===== src/memtest_pkg.sv =====
`default_nettype none

package memtest_pkg;

    ////////////////////
    // memory geometry
    ////////////////////

    localparam int C_addr_w = 6;                 // 64 words under test
    localparam int C_words  = 1 << C_addr_w;

    typedef logic [15:0]         word_t;         // one data word
    typedef logic [C_addr_w-1:0] addr_t;         // word address
    typedef logic [31:0]         count_t;        // pass/fail/seconds counters
    typedef logic [15:0]         bcd4_t;         // four bcd digits of minutes

    localparam addr_t C_addr_last = addr_t'(C_words - 1);  // end of a sweep

    ////////////////////
    // timebase
    ////////////////////

    // one second is only a few clocks here so minutes roll in sim
    localparam int C_ticks_per_sec = 10;
    localparam int C_secs_per_min  = 60;

    localparam int C_tick_w = $clog2(C_ticks_per_sec);
    typedef logic [C_tick_w-1:0] tick_t;
    localparam tick_t C_tick_last = tick_t'(C_ticks_per_sec - 1);

    localparam int C_sec_w = $clog2(C_secs_per_min);
    typedef logic [C_sec_w-1:0] sec_t;
    localparam sec_t C_sec_last = sec_t'(C_secs_per_min - 1);  // 59

    ////////////////////
    // pattern lfsr
    ////////////////////

    localparam word_t C_lfsr_taps = 16'hB400;    // x^16+x^14+x^13+x^11+1
    localparam word_t C_lfsr_seed = 16'hACE1;    // base seed, per-pass xor on top

endpackage

`default_nettype wire


===== src/pattern_gen.sv =====
`timescale 1ns/1ps
`default_nettype none

// galois lfsr, one step per command
module pattern_gen import memtest_pkg::*; (
    input  wire        clk_gui,
    input  wire        timer_reset,
    input  wire        load,         // restart from seed
    input  wire word_t seed,
    input  wire        step,         // advance one position
    output word_t      value
);

    word_t lfsr_next;

    // shift right, fold taps back in when a one falls out
    always_comb begin
        lfsr_next = {1'b0, value[15:1]};
        if (value[0]) begin
            lfsr_next = lfsr_next ^ C_lfsr_taps;
        end
    end

    always_ff @(posedge clk_gui) begin
        if (timer_reset) begin
            value <= C_lfsr_seed;            // any nonzero start
        end else if (load) begin
            value <= seed;                   // load wins over step
        end else if (step) begin
            value <= lfsr_next;
        end
    end

    ////////////////////
    // checks
    ////////////////////

    // an all-zero state would lock up the sequence for the whole pass
    a_no_zero_after_load: assert property (
        @(posedge clk_gui) disable iff (timer_reset)
        load |=> (value != '0)
    );

endmodule

`default_nettype wire


===== src/apb_sram.sv =====
`timescale 1ns/1ps
`default_nettype none

// apb slave word ram, reads take one wait state
module apb_sram import memtest_pkg::*; (
    input  wire        clk_gui,
    input  wire        timer_reset,
    input  wire        psel,
    input  wire        penable,
    input  wire        pwrite,
    input  wire addr_t paddr,
    input  wire word_t pwdata,
    input  wire word_t stuck_mask,   // bits forced high on read, fake bad chip
    output word_t      prdata,
    output logic       pready
);

    word_t mem [C_words];            // storage array
    logic  access;                   // apb access phase
    logic  rd_wait;                  // first read access cycle done
    logic  rd_first;                 // first access cycle of a read

    assign access   = psel & penable;
    assign rd_first = access & ~pwrite & ~rd_wait;

    // writes complete at once, reads on the second access cycle
    assign pready = access & (pwrite | rd_wait);

    ////////////////////
    // array
    ////////////////////

    always_ff @(posedge clk_gui) begin
        if (access && pwrite) begin
            mem[paddr] <= pwdata;
        end
    end

    // data fetched on the first access cycle, valid with pready
    always_ff @(posedge clk_gui) begin
        if (rd_first) begin
            prdata <= mem[paddr] | stuck_mask;   // stuck-high fault injection
        end
    end

    ////////////////////
    // wait state
    ////////////////////

    always_ff @(posedge clk_gui) begin
        if (timer_reset) begin
            rd_wait <= 1'b0;
        end else begin
            rd_wait <= rd_first;     // high for exactly one cycle
        end
    end

    // master must not drop the transfer before we answer
    a_psel_held: assert property (
        @(posedge clk_gui) disable iff (timer_reset)
        (psel && !pready) |=> psel
    );

endmodule

`default_nettype wire


===== src/elapsed_timer.sv =====
`timescale 1ns/1ps
`default_nettype none

// elapsed time since reset release, binary secs and bcd mins
module elapsed_timer import memtest_pkg::*; (
    input  wire clk_gui,
    input  wire timer_reset,
    output count_t secs,             // binary seconds
    output bcd4_t  mins              // 0000..9999 bcd
);

    tick_t tick_cnt;                 // clocks within the current second
    sec_t  sec_in_min;               // seconds within the current minute
    logic  sec_tick;
    logic  min_tick;
    bcd4_t mins_inc;                 // mins plus one, bcd
    logic  carry;                    // ripple between digits

    assign sec_tick = (tick_cnt == C_tick_last);
    assign min_tick = sec_tick && (sec_in_min == C_sec_last);

    ////////////////////
    // second divider
    ////////////////////

    always_ff @(posedge clk_gui) begin
        if (timer_reset) begin
            tick_cnt <= '0;
            secs     <= '0;
        end else if (sec_tick) begin
            tick_cnt <= '0;
            secs     <= secs + 1'b1;
        end else begin
            tick_cnt <= tick_cnt + 1'b1;
        end
    end

    ////////////////////
    // minutes
    ////////////////////

    // bcd increment, 9 rolls to 0 and carries up, 9999 wraps
    always_comb begin
        carry    = 1'b1;
        mins_inc = mins;
        for (int i = 0; i < 4; i++) begin
            if (carry) begin
                if (mins[4*i +: 4] == 4'd9) begin
                    mins_inc[4*i +: 4] = 4'd0;           // keep carrying
                end else begin
                    mins_inc[4*i +: 4] = mins[4*i +: 4] + 4'd1;
                    carry = 1'b0;
                end
            end
        end
    end

    always_ff @(posedge clk_gui) begin
        if (timer_reset) begin
            sec_in_min <= '0;
            mins       <= '0;
        end else if (sec_tick) begin
            sec_in_min <= min_tick ? '0 : sec_in_min + 1'b1;
            if (min_tick) begin
                mins <= mins_inc;
            end
        end
    end

    // no digit may ever leave the bcd range
    a_bcd_digits: assert property (
        @(posedge clk_gui) disable iff (timer_reset)
        (mins[3:0] <= 4'd9) && (mins[7:4] <= 4'd9) &&
        (mins[11:8] <= 4'd9) && (mins[15:12] <= 4'd9)
    );

endmodule

`default_nettype wire


===== src/mem_tester.sv =====
`timescale 1ns/1ps
`default_nettype none

// apb master, write sweep then read-back sweep, one verdict per pass
module mem_tester import memtest_pkg::*; (
    input  wire        clk_gui,
    input  wire        timer_reset,
    // apb master
    output logic       psel,
    output logic       penable,
    output logic       pwrite,
    output addr_t      paddr,
    output word_t      pwdata,
    input  wire word_t prdata,
    input  wire        pready,
    // results
    output count_t     passcount,
    output count_t     failcount,
    output word_t      err_words,    // bad words in the last pass
    output logic       pass_done     // one-cycle pulse per pass
);

    typedef enum logic [2:0] {
        st_load,                     // seed the generator for writes
        st_wr_setup,
        st_wr_access,
        st_reload,                   // same seed again for compare
        st_rd_setup,
        st_rd_access,
        st_verdict
    } state_t;

    state_t state;
    addr_t  addr;                    // sweep position
    word_t  err_run;                 // mismatches so far this pass
    count_t pass_idx;                // index of the current pass
    word_t  pass_seed;
    word_t  pat_value;
    logic   pat_load;
    logic   pat_step;
    logic   mismatch;

    ////////////////////
    // pattern source
    ////////////////////

    // seed moves with pass index, bit 0 forced so never zero
    assign pass_idx  = passcount + failcount;
    assign pass_seed = (C_lfsr_seed ^ pass_idx[15:0]) | 16'h0001;

    assign pat_load = (state == st_load) || (state == st_reload);
    assign pat_step = pready && ((state == st_wr_access) || (state == st_rd_access));

    pattern_gen i_pattern_gen (
        .clk_gui     (clk_gui),
        .timer_reset (timer_reset),
        .load        (pat_load),
        .seed        (pass_seed),
        .step        (pat_step),
        .value       (pat_value)
    );

    assign mismatch = (prdata != pat_value);

    ////////////////////
    // apb drive
    ////////////////////

    assign paddr  = addr;
    assign pwdata = pat_value;       // generator only steps on pready

    always_comb begin
        psel    = 1'b0;
        penable = 1'b0;
        pwrite  = 1'b0;
        case (state)
            st_wr_setup: begin
                psel   = 1'b1;
                pwrite = 1'b1;
            end
            st_wr_access: begin
                psel    = 1'b1;
                penable = 1'b1;
                pwrite  = 1'b1;
            end
            st_rd_setup:  psel = 1'b1;
            st_rd_access: begin
                psel    = 1'b1;
                penable = 1'b1;
            end
            default: ;               // idle between sweeps
        endcase
    end

    ////////////////////
    // sequencer
    ////////////////////

    always_ff @(posedge clk_gui) begin
        pass_done <= 1'b0;
        if (timer_reset) begin
            state     <= st_load;
            addr      <= '0;
            err_run   <= '0;
            passcount <= '0;
            failcount <= '0;
            err_words <= '0;
        end else begin
            case (state)
                st_load: begin
                    addr    <= '0;
                    err_run <= '0;
                    state   <= st_wr_setup;
                end
                st_wr_setup: state <= st_wr_access;
                st_wr_access: if (pready) begin
                    if (addr == C_addr_last) begin
                        state <= st_reload;
                    end else begin
                        addr  <= addr + 1'b1;
                        state <= st_wr_setup;
                    end
                end
                st_reload: begin
                    addr  <= '0;
                    state <= st_rd_setup;
                end
                st_rd_setup: state <= st_rd_access;
                st_rd_access: if (pready) begin
                    if (mismatch) begin
                        err_run <= err_run + 1'b1;   // count bad word
                    end
                    if (addr == C_addr_last) begin
                        state <= st_verdict;
                    end else begin
                        addr  <= addr + 1'b1;
                        state <= st_rd_setup;
                    end
                end
                st_verdict: begin
                    err_words <= err_run;            // commit pass result
                    if (err_run != '0) begin
                        failcount <= failcount + 1'b1;
                    end else begin
                        passcount <= passcount + 1'b1;
                    end
                    pass_done <= 1'b1;
                    state     <= st_load;            // next pass right away
                end
                default: state <= st_load;
            endcase
        end
    end

    // address and direction frozen while the slave stalls
    a_ctrl_stable: assert property (
        @(posedge clk_gui) disable iff (timer_reset)
        (penable && !pready) |=> ($stable(paddr) && $stable(pwrite))
    );

    a_penable_psel: assert property (
        @(posedge clk_gui) disable iff (timer_reset)
        penable |-> psel
    );

endmodule

`default_nettype wire


===== src/memtest_top.sv =====
`timescale 1ns/1ps
`default_nettype none

// soak tester top, tester + ram + elapsed time
module memtest_top import memtest_pkg::*; (
    input  wire        clk_gui,
    input  wire        timer_reset,
    input  wire word_t stuck_mask,   // fault injection into the ram
    output count_t     passcount,
    output count_t     failcount,
    output word_t      err_words,
    output logic       pass_done,
    output count_t     secs,
    output bcd4_t      mins,
    output logic [2:0] led
);

    ////////////////////
    // apb wires
    ////////////////////

    logic  psel;
    logic  penable;
    logic  pwrite;
    addr_t paddr;
    word_t pwdata;
    word_t prdata;
    logic  pready;

    mem_tester i_mem_tester (
        .clk_gui     (clk_gui),
        .timer_reset (timer_reset),
        .psel        (psel),
        .penable     (penable),
        .pwrite      (pwrite),
        .paddr       (paddr),
        .pwdata      (pwdata),
        .prdata      (prdata),
        .pready      (pready),
        .passcount   (passcount),
        .failcount   (failcount),
        .err_words   (err_words),
        .pass_done   (pass_done)
    );

    apb_sram i_apb_sram (
        .clk_gui     (clk_gui),
        .timer_reset (timer_reset),
        .psel        (psel),
        .penable     (penable),
        .pwrite      (pwrite),
        .paddr       (paddr),
        .pwdata      (pwdata),
        .stuck_mask  (stuck_mask),
        .prdata      (prdata),
        .pready      (pready)
    );

    elapsed_timer i_elapsed_timer (
        .clk_gui     (clk_gui),
        .timer_reset (timer_reset),
        .secs        (secs),
        .mins        (mins)
    );

    assign led = failcount[2:0];     // fail count is what matters on the board

endmodule

`default_nettype wire


===== config.mk =====
export PLATFORM = sky130hd
export DESIGN_NAME = memtest_top
export DESIGN_NICKNAME = d
export VERILOG_FILES = /design/src/memtest_pkg.sv /design/src/pattern_gen.sv /design/src/apb_sram.sv /design/src/elapsed_timer.sv /design/src/mem_tester.sv /design/src/memtest_top.sv
export SDC_FILE = /design/constraint.sdc
export NUM_CORES = 1
export LEC_CHECK = 0
export BUFFER_PORTS_ARGS = -buffer_cell sky130_fd_sc_hd__buf_2
export CORE_MARGIN = 2
export CORE_UTILIZATION = 50
export DETAILED_ROUTE_END_ITERATION = 10
export PLACE_DENSITY = 0.76
export SLEW_MARGIN = 20
export SYNTH_ARGS = -nofsm -noshare
export SYNTH_HDL_FRONTEND = slang
export SYNTH_SLANG_ARGS = --single-unit

===== constraint.sdc =====
create_clock -name clk_gui -period 3.6 [get_ports clk_gui]
set_input_delay 0.72 -clock clk_gui [delete_from_list [all_inputs] [get_ports clk_gui]]
set_output_delay 0.72 -clock clk_gui [all_outputs]
set_load 0.01 [all_outputs]

==> flow_metrics.py <==
metrics = {
    "placed_design": {
        "gp_congestion": 0.845,
        "post-place-ws_ps": 111,
        "post_dp_cell_area_sq_um": 51900,
        "dp.cells": 4282,
        "hpwlAfterDp_um": 72400,
        "port_buffers": 149,
    },
    "pwr": {
        "p_per_area_nw_per_um2": 503,
        "finalPower_mw": 28.0,
        "leakagePower_nw": 18.2,
        "irDropWorstVdd_mv": 0.437,
    },
    "clock_tree": {
        "clock_sinks": 1227,
        "cts_buffer_depth": 3,
        "cts_max_level": 3,
        "clk_latency_ps": 740,
        "holdBufCountCts": 0,
        "root_buffer": "clkbuf_16",
        "clk_pin_slew_ps": 60,
        "cts_tree": "done",
        "cts_buffers": 117,
    },
    "critical_path": {
        "required_ps": 4040,
        "crit_fanout": 68,
        "startpoint_type": "register",
        "ff2ff_setup_slack_ps": 180,
        "r2r_cells": 6,
        "r2r-end": "i_apb_sram.prdata[15]$_DFFE_PP_",
        "path_class": "reg -> reg",
        "cp.arrival_ps": 3870,
        "cp-end-kind": "register",
    },
    "floorplanning": {
        "start_util": 0.505,
        "rows": 114,
        "die_y_um": 317,
        "dieArea_sq_um": 100000,
        "coreArea_sq_um": 96900,
        "io_pins": 150,
        "die_x_um": 317,
    },
    "drt": {
        "postRouteAntennaNets": 0,
        "via_per_inst": 6.16,
        "routed_wl_um": 120000,
        "drcViolationCount": 0,
        "firstDrtPassIters": 5,
        "drt_iter0_drc": 3504,
        "vias": 27698,
        "wl_per_cell_um": 26.7,
    },
    "global_route": {
        "grt_max_degree": 99,
        "grt_pass1_vias": 27004,
        "track_usage": 0.240,
        "grt_overflow_total": 0,
        "grt_pass1_wl_um": 177000,
        "antenna_found_initial": 4,
    },
    "sta": {
        "clock.fmax_mhz": 292,
        "slew_viol_final": 0,
        "maxSlewHeadroom": 0.219,
        "tightestPinTransition_ps": 1160,
        "finalSetupViolations": 0,
        "skew_ps": 51.0,
        "layout_setup_ws_ps": 176,
        "rsz0062_at_grt": "no",
        "period_needed_ps": 3420,
        "final.setup.tns_ps": 0,
        "post-route-period-util": 0.951,
        "hold_ws_ps": 449,
        "hold_viol_final": 0,
    },
    "layout": {
        "postLayoutCellArea_sq_um": 55600,
        "final_common_cell": "edfxtp_1",
        "syn_to_final_growth_pct": 13.8,
        "fin_util": 0.574,
        "mostFrequentLayoutCells": "1,040 x edfxtp_1, 246 x mux4_2, 214 x nor2_1, 167 x dfxtp_1, 155 x nand2_1",
        "nets": 3167,
        "fin_cells": 4500,
        "drive_above_1_share": 0.234,
    },
    "logic_synthesis": {
        "synth_cells": 2846,
        "yosys_register_bits": 1227,
        "synth-edff-count": 1040,
        "synth_seq_area_share": 0.716,
        "synth_cell_types": 84,
        "yosysWarnings": 0,
        "synth.avg_cell_area_sq_um": 17.2,
        "async_reset_ff_frac": 0,
        "synth_ff_type": "edfxtp_1",
        "syn-cell-area_sq_um": 48900,
        "synth_nets": 2888,
    },
    "outcome": {
        "outcome": "complete, no violations",
    },
    "hold_path": {
        "hp-class": "reg -> reg",
        "min_to": "i_mem_tester.err_words[4]$_SDFFE_PP0P_",
        "worstHoldStart": "i_mem_tester.err_words[4]$_SDFFE_PP0P_",
        "whs_path_depth": 2,
    },
    "job": {
        "maxCapViolCount": 0,
    },
}
cell type report:
| cell class | instances | area (sq um) |
|---|---|---|
| fillers | 7106 | 41200 |
| flip-flops and latches | 1227 | 35000 |
| multi-input cells | 1455 | 13200 |
| clock buffers | 145 | 3110 |
| repair buffers | 300 | 2070 |
| well taps | 1276 | 1600 |
| clock inverters | 71 | 557 |
| inverters | 24 | 90.1 |
| diodes | 2 | 5.00 |
routing by layer:
metal,vias to the layer above,share of wire,GRT usage
met3,272,0.10,0.0515
li1,11857,-,-
met2,1523,0.48,0.383
met4,0,0.045,0.102
met5,-,0,0
met1,14046,0.38,0.322
worst max-delay path by stage:
stage                                                startpoint                                    to  slack [ps]  cells after the start
2_1_floorplan  i_mem_tester.i_pattern_gen.value[8]$_SDFFE_PP0P_  i_mem_tester.err_run[2]$_SDFFE_PP0P_         840                      8
3_3_place_gp                                           register        i_apb_sram.prdata[9]$_DFFE_PP_         130                      6
3_5_place_dp                                           register        i_apb_sram.prdata[5]$_DFFE_PP_         110                      6
4_1_cts                                                register        i_apb_sram.prdata[9]$_DFFE_PP_          90                      6
5_1_grt                                                register        i_apb_sram.prdata[0]$_DFFE_PP_          80                      6
6_report                                               register       i_apb_sram.prdata[15]$_DFFE_PP_         180                      6
sequential cells by signal (all words and copies together) (netlist names), 4 cells and up, named ones only:
name and cells:
i_elapsed_timer.secs 32, i_elapsed_timer.mins 16, i_mem_tester.passcount 32, i_mem_tester.paddr 6, i_elapsed_timer.tick_cnt 4, i_apb_sram.mem 1024, i_mem_tester.failcount 32, i_mem_tester.i_pattern_gen.value 16
i_elapsed_timer.sec_in_min 6, i_mem_tester.err_words 16, i_mem_tester.err_run 16, i_apb_sram.prdata 16
synth_stat cells, types with 4 or more instances:
library cell | n | share of area
buf_1 | 8 | 0.00061
a22oi_1 | 20 | 0.0031
mux4_2 | 246 | 0.11
nand2b_1 | 5 | 0.00064
ha_1 | 23 | 0.0059
or4_1 | 8 | 0.0012
nand4_1 | 31 | 0.0040
a21oi_1 | 76 | 0.0078
inv_1 | 24 | 0.0018
a211oi_1 | 17 | 0.0026
nor3b_1 | 7 | 0.0011
nand3b_1 | 5 | 0.00077
o21ai_0 | 66 | 0.0068
a211o_1 | 7 | 0.0013
a221o_1 | 5 | 0.0010
nand3_1 | 77 | 0.0079
and4_1 | 15 | 0.0027
nor4_1 | 19 | 0.0024
xnor2_1 | 60 | 0.011
buf_2 | 57 | 0.0058
xor2_1 | 67 | 0.012
o22ai_1 | 11 | 0.0014
nor3_1 | 41 | 0.0042
nor4_2 | 4 | 0.0010
and2_1 | 11 | 0.0014
clkbuf_1 | 61 | 0.0047
and3_1 | 20 | 0.0026
nand2_1 | 155 | 0.012
buf_4 | 11 | 0.0017
nor2_1 | 214 | 0.016
o31ai_1 | 5 | 0.00077
a2111oi_0 | 31 | 0.0056
nor2b_1 | 21 | 0.0027
edfxtp_1 | 1040 | 0.64
mux2i_1 | 89 | 0.018
o221ai_1 | 5 | 0.00090
dfxtp_1 | 187 | 0.077
or3_1 | 23 | 0.0029
a21o_1 | 7 | 0.0011
worst max-delay path, stage by stage, from the launching register on:
cell and delay (ps):
dfxtp_4 650, buf_12 490, mux4_2 600, a22oi_1 200, nand3_1 140, nor4_1 890
nor3_1 110
power breakdown:
part	total (mW)	internal, mW	switching (mW)
Clock	11.8	6.48	5.28
Sequential	15.5	15.4	0.0299
Combinational	0.750	0.218	0.533
cell families after synthesis:
family                     share of synthesized area
muxes                                          0.132
AOI/OAI and AO/OA                             0.0366
buffers and inverters                         0.0154
adders and majority gates                    0.00630
DFF                                            0.716
xor gates and xnor gates                      0.0228
and+or+nand+nor                               0.0714
what timing repair did:
item                       4_1_cts  5_1_grt
setup buffers                    0        0
gates resized for setup          0        1
setup endpoints to repair        0        1
No activity file was read; power rests on OpenSTA's default activity.
